<file path="config.mk">
export PLATFORM = sky130hd
export DESIGN_NAME = store_buffer_top
export DESIGN_NICKNAME = d
export VERILOG_FILES = /design/src/sb_pkg.sv /design/src/store_align.sv /design/src/sb_fifo.sv /design/src/store_buffer_drain.sv /design/src/store_buffer_top.sv
export SDC_FILE = /design/constraint.sdc
export NUM_CORES = 1
export LEC_CHECK = 0
export BUFFER_PORTS_ARGS = -buffer_cell sky130_fd_sc_hd__buf_2
export CORE_MARGIN = 5
export CORE_UTILIZATION = 32
export DETAILED_ROUTE_END_ITERATION = 8
export GPL_TIMING_DRIVEN = 0
export HOLD_SLACK_MARGIN = 0.12
export SETUP_SLACK_MARGIN = 0.15
export SLEW_MARGIN = 0
export SYNTH_ARGS = -nofsm -noshare
export SYNTH_HDL_FRONTEND = slang
export SYNTH_SLANG_ARGS = --single-unit
</file>
<file path="constraint.sdc">
create_clock -name clk -period 10.4 [get_ports clk]
set_input_delay 2.08 -clock clk [delete_from_list [all_inputs] [get_ports clk]]
set_output_delay 2.08 -clock clk [all_outputs]
set_load 0.02 [all_outputs]
</file>
<file path="src/sb_pkg.sv">
package sb_pkg;

   // ******************************
   // Widths
   // ******************************
   localparam int SB_ADDR_WIDTH  = 32;                  // Store address bits.
   localparam int SB_DATA_WIDTH  = 32;                  // Store and bus data bits.
   localparam int SB_SEL_WIDTH   = 4;                   // One select per byte lane.
   localparam int SB_SIZE_WIDTH  = 2;                   // Store size code bits.
   localparam int SB_DEPTH_WIDTH = 3;                   // Log2 of buffer depth.

   // ******************************
   // Store size codes
   // ******************************
   localparam logic [SB_SIZE_WIDTH-1:0] SIZE_BYTE = 2'b00;   // 8-bit store.
   localparam logic [SB_SIZE_WIDTH-1:0] SIZE_HALF = 2'b01;   // 16-bit store.
   localparam logic [SB_SIZE_WIDTH-1:0] SIZE_WORD = 2'b10;   // 32-bit store.
   // Code 2'b11 is unused and rejected by the aligner.

   // ******************************
   // Buffered store entry
   // ******************************
   // One store as it will be presented on the data bus. The address has
   // its two low bits cleared, the data already sits on its byte lanes
   // and sel marks which lanes are written.
   typedef struct packed {
      logic [SB_ADDR_WIDTH-1:0] addr;                   // Word address.
      logic [SB_DATA_WIDTH-1:0] data;                   // Lane-aligned data.
      logic [SB_SEL_WIDTH-1:0]  sel;                    // Byte selects.
   } sb_entry_t;                                        // 68 bits total.

endpackage

</file>
<file path="src/store_align.sv">
`timescale 1ns/1ps

module store_align (
   input  logic                             store_i,       // Store strobe.
   input  logic [sb_pkg::SB_ADDR_WIDTH-1:0] store_addr_i,  // Byte address.
   input  logic [sb_pkg::SB_SIZE_WIDTH-1:0] store_size_i,  // Size code.
   input  logic [sb_pkg::SB_DATA_WIDTH-1:0] store_data_i,  // Value in low bits.
   output logic                             wr_en_o,       // Push to FIFO.
   output sb_pkg::sb_entry_t                wr_entry_o,    // Bus-ready entry.
   output logic                             err_o          // Misaligned store.
);

   import sb_pkg::*;

   logic                     misaligned;                   // Offset illegal for size.
   logic [SB_DATA_WIDTH-1:0] lane_data;                    // Data on byte lanes.
   logic [SB_SEL_WIDTH-1:0]  lane_sel;                     // Lanes written.

   // ******************************
   // Lane placement
   // ******************************
   always_comb begin
      misaligned = 1'b0;
      lane_data  = store_data_i;
      lane_sel   = '0;
      case (store_size_i)
         SIZE_BYTE: begin
            lane_data = {4{store_data_i[7:0]}};            // Byte on every lane.
            lane_sel  = 4'b0001 << store_addr_i[1:0];      // Pick one lane.
         end
         SIZE_HALF: begin
            lane_data  = {2{store_data_i[15:0]}};          // Half on both halves.
            lane_sel   = store_addr_i[1] ? 4'b1100 : 4'b0011;
            misaligned = store_addr_i[0];                  // Odd address.
         end
         SIZE_WORD: begin
            lane_sel   = 4'b1111;                          // Full word.
            misaligned = |store_addr_i[1:0];               // Any offset.
         end
         default: begin
            misaligned = 1'b1;                             // Unused code, reject.
         end
      endcase
   end

   // Strobe goes to exactly one of the two outputs.
   assign wr_en_o = store_i & ~misaligned;                 // Accepted store.
   assign err_o   = store_i & misaligned;                  // Same-cycle error pulse.

   assign wr_entry_o.addr = {store_addr_i[SB_ADDR_WIDTH-1:2], 2'b00}; // Word address.
   assign wr_entry_o.data = lane_data;
   assign wr_entry_o.sel  = lane_sel;

endmodule

</file>
<file path="src/sb_fifo.sv">
`timescale 1ns/1ps

module sb_fifo #(
   parameter int  DEPTH_WIDTH = sb_pkg::SB_DEPTH_WIDTH,    // Log2 of entries.
   parameter type payload_t   = logic                      // Stored item type.
) (
   input  logic     clk,
   input  logic     rst,
   input  logic     wr_en_i,                               // Push.
   input  payload_t wr_data_i,                             // Item to push.
   input  logic     rd_en_i,                               // Pop.
   output payload_t rd_data_o,                             // Valid cycle after pop.
   output logic     full_o,
   output logic     empty_o
);

   localparam int DEPTH = 1 << DEPTH_WIDTH;                // Number of entries.

   // ******************************
   // Pointers
   // ******************************
   // Top bit of each pointer is a wrap flag. Same index with same wrap
   // means empty, same index with opposite wrap means full.
   logic [DEPTH_WIDTH:0]   wr_ptr;                         // Write pointer plus wrap.
   logic [DEPTH_WIDTH:0]   rd_ptr;                         // Read pointer plus wrap.
   logic                   idx_equal;                      // Low bits match.
   logic                   wrap_equal;                     // Wrap bits match.

   assign idx_equal  = (wr_ptr[DEPTH_WIDTH-1:0] == rd_ptr[DEPTH_WIDTH-1:0]);
   assign wrap_equal = (wr_ptr[DEPTH_WIDTH] == rd_ptr[DEPTH_WIDTH]);

   assign full_o  = idx_equal & ~wrap_equal;               // Writer lapped reader.
   assign empty_o = idx_equal & wrap_equal;                // Nothing stored.

   always_ff @(posedge clk) begin
      if (rst) begin
         wr_ptr <= '0;
         rd_ptr <= '0;
      end else begin
         if (wr_en_i) begin
            wr_ptr <= wr_ptr + 1'b1;                       // Advance on push.
         end
         if (rd_en_i) begin
            rd_ptr <= rd_ptr + 1'b1;                       // Advance on pop.
         end
      end
   end

   // ******************************
   // Storage
   // ******************************
   payload_t               mem [DEPTH];                    // Entry array.
   logic [DEPTH_WIDTH-1:0] rd_addr_q;                      // Registered read index.

   always_ff @(posedge clk) begin
      if (wr_en_i) begin
         mem[wr_ptr[DEPTH_WIDTH-1:0]] <= wr_data_i;        // Write at tail.
      end
      rd_addr_q <= rd_ptr[DEPTH_WIDTH-1:0];                // Head before any pop.
   end

   // A pop on edge N latches the old head index, so the popped entry
   // is on rd_data_o for the whole next cycle.
   assign rd_data_o = mem[rd_addr_q];

endmodule

</file>
<file path="src/store_buffer_drain.sv">
`timescale 1ns/1ps

module store_buffer_drain (
   input  logic                             clk,
   input  logic                             rst,
   input  logic                             fifo_empty_i,  // Buffer has nothing.
   output logic                             fifo_rd_en_o,  // Pop strobe.
   input  sb_pkg::sb_entry_t                fifo_data_i,   // Valid after pop.
   output logic                             bus_req_o,     // Write request.
   output logic [sb_pkg::SB_ADDR_WIDTH-1:0] bus_addr_o,
   output logic [sb_pkg::SB_DATA_WIDTH-1:0] bus_data_o,
   output logic [sb_pkg::SB_SEL_WIDTH-1:0]  bus_sel_o,
   input  logic                             bus_ack_i      // Write done.
);

   // ******************************
   // Drain FSM
   // ******************************
   typedef enum logic [1:0] {
      ST_IDLE,                                             // Waiting for an entry.
      ST_FETCH,                                            // Popped data on FIFO output.
      ST_REQ                                               // Request on the bus.
   } state_t;

   state_t state_q;
   state_t state_d;

   always_comb begin
      state_d = state_q;
      case (state_q)
         ST_IDLE: begin
            if (!fifo_empty_i) begin
               state_d = ST_FETCH;                         // Pop issued this cycle.
            end
         end
         ST_FETCH: begin
            state_d = ST_REQ;                              // Fields captured now.
         end
         ST_REQ: begin
            if (bus_ack_i) begin
               state_d = ST_IDLE;                          // Drop request next edge.
            end
         end
         default: begin
            state_d = ST_IDLE;
         end
      endcase
   end

   always_ff @(posedge clk) begin
      if (rst) begin
         state_q <= ST_IDLE;
      end else begin
         state_q <= state_d;
      end
   end

   // Only pop from idle, so one store is in flight at a time.
   assign fifo_rd_en_o = (state_q == ST_IDLE) & ~fifo_empty_i;
   assign bus_req_o    = (state_q == ST_REQ);              // Straight from state reg.

   // ******************************
   // Bus field registers
   // ******************************
   always_ff @(posedge clk) begin
      if (state_q == ST_FETCH) begin
         bus_addr_o <= fifo_data_i.addr;                   // Held until ack.
         bus_data_o <= fifo_data_i.data;
         bus_sel_o  <= fifo_data_i.sel;
      end
   end

endmodule

</file>
<file path="src/store_buffer_top.sv">
`timescale 1ns/1ps

module store_buffer_top (
   input  logic                             clk,
   input  logic                             rst,
   // Store side, from the core.
   input  logic                             store_i,
   input  logic [sb_pkg::SB_ADDR_WIDTH-1:0] store_addr_i,
   input  logic [sb_pkg::SB_SIZE_WIDTH-1:0] store_size_i,
   input  logic [sb_pkg::SB_DATA_WIDTH-1:0] store_data_i,
   output logic                             store_err_o,   // Misaligned store.
   output logic                             full_o,        // Core must hold off.
   output logic                             empty_o,
   // Data bus write side.
   output logic                             bus_req_o,
   output logic [sb_pkg::SB_ADDR_WIDTH-1:0] bus_addr_o,
   output logic [sb_pkg::SB_DATA_WIDTH-1:0] bus_data_o,
   output logic [sb_pkg::SB_SEL_WIDTH-1:0]  bus_sel_o,
   input  logic                             bus_ack_i
);

   import sb_pkg::*;

   logic      align_wr_en;                                 // Accepted store.
   sb_entry_t align_entry;                                 // Entry to buffer.
   logic      fifo_rd_en;                                  // Pop from drain.
   sb_entry_t fifo_rd_data;                                // Head entry.

   // ******************************
   // Aligner
   // ******************************
   store_align u_align (
      .store_i      (store_i),
      .store_addr_i (store_addr_i),
      .store_size_i (store_size_i),
      .store_data_i (store_data_i),
      .wr_en_o      (align_wr_en),
      .wr_entry_o   (align_entry),
      .err_o        (store_err_o)
   );

   // ******************************
   // Buffer and drain
   // ******************************
   sb_fifo #(
      .DEPTH_WIDTH (SB_DEPTH_WIDTH),
      .payload_t   (sb_entry_t)
   ) u_fifo (
      .clk       (clk),
      .rst       (rst),
      .wr_en_i   (align_wr_en),
      .wr_data_i (align_entry),
      .rd_en_i   (fifo_rd_en),
      .rd_data_o (fifo_rd_data),
      .full_o    (full_o),
      .empty_o   (empty_o)                                 // Also feeds the drain.
   );

   store_buffer_drain u_drain (
      .clk          (clk),
      .rst          (rst),
      .fifo_empty_i (empty_o),
      .fifo_rd_en_o (fifo_rd_en),
      .fifo_data_i  (fifo_rd_data),
      .bus_req_o    (bus_req_o),
      .bus_addr_o   (bus_addr_o),
      .bus_data_o   (bus_data_o),
      .bus_sel_o    (bus_sel_o),
      .bus_ack_i    (bus_ack_i)
   );

endmodule

</file>
==> impl_metrics.env <==
export IMPL_die_area_um2=76900
export IMPL_wirelength_mm=50.4
export IMPL_netlist_instances=965
export IMPL_final_cell_mix="594 x edfxtp_1, 152 x buf_2, 132 x mux4_2"
export IMPL_vias_per_cell=4.72
export IMPL_cts_hold_buffers=0
export IMPL_hold_ws_ps=418
export IMPL_hp_class="reg -> reg"
export IMPL_drc=0
export IMPL_start_util_pct=32.1
export IMPL_ios=142
export IMPL_setup_viol=0
export IMPL_syn_avg_cell_area_um2=23.7
export IMPL_cts_tree="built"
export IMPL_post_cts_buffers=0
export IMPL_dp_cells=2093
export IMPL_ys_ff_latch=607
export IMPL_num_rows=98
export IMPL_required_ps=8320
export IMPL_hp_start="u_fifo.rd_ptr[2]"
export IMPL_dr_total_vias=10400
export IMPL_grt_ovfl_total=0
export IMPL_grt_setup_unrepaired="false"
export IMPL_port_buffers=137
export IMPL_place_congestion=0.732
export IMPL_wl_per_cell_um=22.8
export IMPL_seq_area_frac_synth_pct=79.2
export IMPL_clk_pin_slew_ps=50
export IMPL_post_dp_cell_area_um2=25600
export IMPL_status="complete, no violations"
export IMPL_drt_iter0_drc=828
export IMPL_cap_violations=0
export IMPL_clock_path_buffers=3
export IMPL_final_common_cell="edfxtp_1"
export IMPL_startpoint_type="input port"
export IMPL_dp_hpwl_mm=33.1
export IMPL_grt_pass1_wl_mm=75.0
export IMPL_fin_area_um2=27800
export IMPL_final_max_slew_viol_count=0
export IMPL_grt_pass1_vias=11400
export IMPL_fin_tns_setup_ps=0
export IMPL_clock_latency_ps=590
export IMPL_grt_antenna_before_repair=2
export IMPL_htreeDepth=3
export IMPL_crit_type="in -> out"
export IMPL_grt_max_degree=25
export IMPL_firstDrtPassIters=5
export IMPL_synth_area_um2=22900
export IMPL_worst_pin_slew_ps=1330
export IMPL_finClkSkew_ps=22.1
export IMPL_grtUsageTotal_pct=13.1
export IMPL_final_hold_viol_count=0
export IMPL_cp_arrival_ps=3200
export IMPL_layout_nets=1285
export IMPL_drtAntennaViolNets=0
export IMPL_cts_resized=0
export IMPL_ys_warn_count=0
export IMPL_fin_crit_sh_pct=50.7
export IMPL_period_needed_ps=5280
export IMPL_finalNonFillerCells=2212
export IMPL_startpoint="store_size_i[0]"
export IMPL_synthDistinctLibCells=31
export IMPL_power_mw=6.44
export IMPL_max_slew_margin_pct=10.7
export IMPL_core_area_um2=71100
export IMPL_endpoint_kind="output pin"
export IMPL_total_leakage_power_nw=8.91
export IMPL_fp_dieH_um=277
export IMPL_numCtsBuffers=67
export IMPL_critPathMaxFanout=9
export IMPL_vdd_drop_max_v=0.000120
export IMPL_die_w_um=277
export IMPL_clock_fmax_mhz=189
export IMPL_drive_above_1_share_pct=41.3
export IMPL_timing_rr_start="u_fifo.rd_addr_q[1]"
export IMPL_syn2layout_area_growth_pct=21.7
export IMPL_power_density_nw_per_um2=232
export IMPL_cts_root_buf="clkbuf_16"
export IMPL_clock_sinks=607
-- power breakdown --
group	leakage [nW]	switching [mW]	internal (mW)	total, mW
clock network	1.09	0.915	1.49	2.40
logic	2.33	0.600	0.564	1.16
registers	5.48	0.0341	2.84	2.87
-- stage by stage --
stage / worst slack, ps / util (%)
global route: 5010 / 39.1
CTS: 5040 / 39.1
global placement: -3240 / 34.8
detailed placement: 4960 / 35.9
finish: 5120 / 39.1
floorplan: 2390 / -
-- path summary, 6_finish.rpt --
| kind | endpoint | slack [ps] | cells past startpoint |
|---|---|---|---|
| worst max-delay path | store_err_o | 5120 | 4 |
| worst max register to register | u_drain.bus_addr_o[27] | 7540 | 5 |
| worst min-delay path | u_fifo.rd_addr_q[2] | 420 | 0 |
| worst min register to register | u_fifo.rd_addr_q[2] | 420 | 0 |
-- synthesized netlist by cell type --
cell	number	area (um2)
buf_4	2	15.0
clkbuf_1	19	71.3
nand4_1	1	6.26
buf_2	15	75.1
dfxtp_1	13	260
buf_6	9	101
nor4_1	2	12.5
nor3_1	2	10.0
inv_1	4	15.0
o211ai_1	2	15.0
nor2_1	20	75.1
nand2b_1	3	18.8
ha_1	2	25.0
o21ai_0	11	55.1
nor3_2	1	10.0
o21ai_1	1	5.00
nor3b_1	1	7.51
o41ai_4	1	27.5
nor2b_1	3	18.8
or3_1	3	18.8
mux2_2	82	923
mux2i_1	11	110
buf_1	2	7.51
mux2_1	1	11.3
conb_1	1	3.75
nand2_1	10	37.5
or2_2	1	6.26
edfxtp_1	594	17800
xor2_1	6	52.6
mux4_2	132	2970
a21oi_1	10	50.1
-- layer usage --
layer / vias to the layer above / GRT usage (%) / share of wire (%)
met4: 0 / 2.93 / 1.8
met2: 287 / 21.7 / 49
met1: 5526 / 17.8 / 44
met5: - / 0 / 0
met3: 70 / 3.08 / 5.0
li1: 4559 / - / -
-- sequential cells by signal (all words and copies together), names as in the netlist --
name / flops
u_drain.bus_addr_o: 30
u_drain.bus_data_o: 32
u_drain.bus_sel_o: 4
u_drain.state_q: 2
u_fifo.mem: 528
u_fifo.rd_addr_q: 3
u_fifo.rd_ptr: 4
u_fifo.wr_ptr: 4
-- cells by family after synthesis --
logic type      Yosys count  synth area share (%)
compound gates           25                 0.668
mux                     226                  17.6
other cells               1                0.0164
simple gates             47                 0.969
buf+inv                  51                  1.25
xor+xnor                  6                 0.230
fa+ha+maj                 2                 0.109
flops                   607                  79.2
-- layout make-up --
type / instances / area (um2)
antenna: 2 / 5.00
buffer: 47 / 270
clock buffer: 84 / 1830
clock inverter: 32 / 409
fill: 6359 / 43300
inverter: 4 / 15.0
multi-input combinational: 308 / 4540
sequential: 607 / 18100
tap: 950 / 1190
timing repair buffer: 178 / 1460
-- worst max-delay path: stages --
cell	delay, ps
buf_2	160
a21oi_1	620
nor3b_1	130
buf_2	200
No activity file was read; power rests on OpenSTA's default activity.
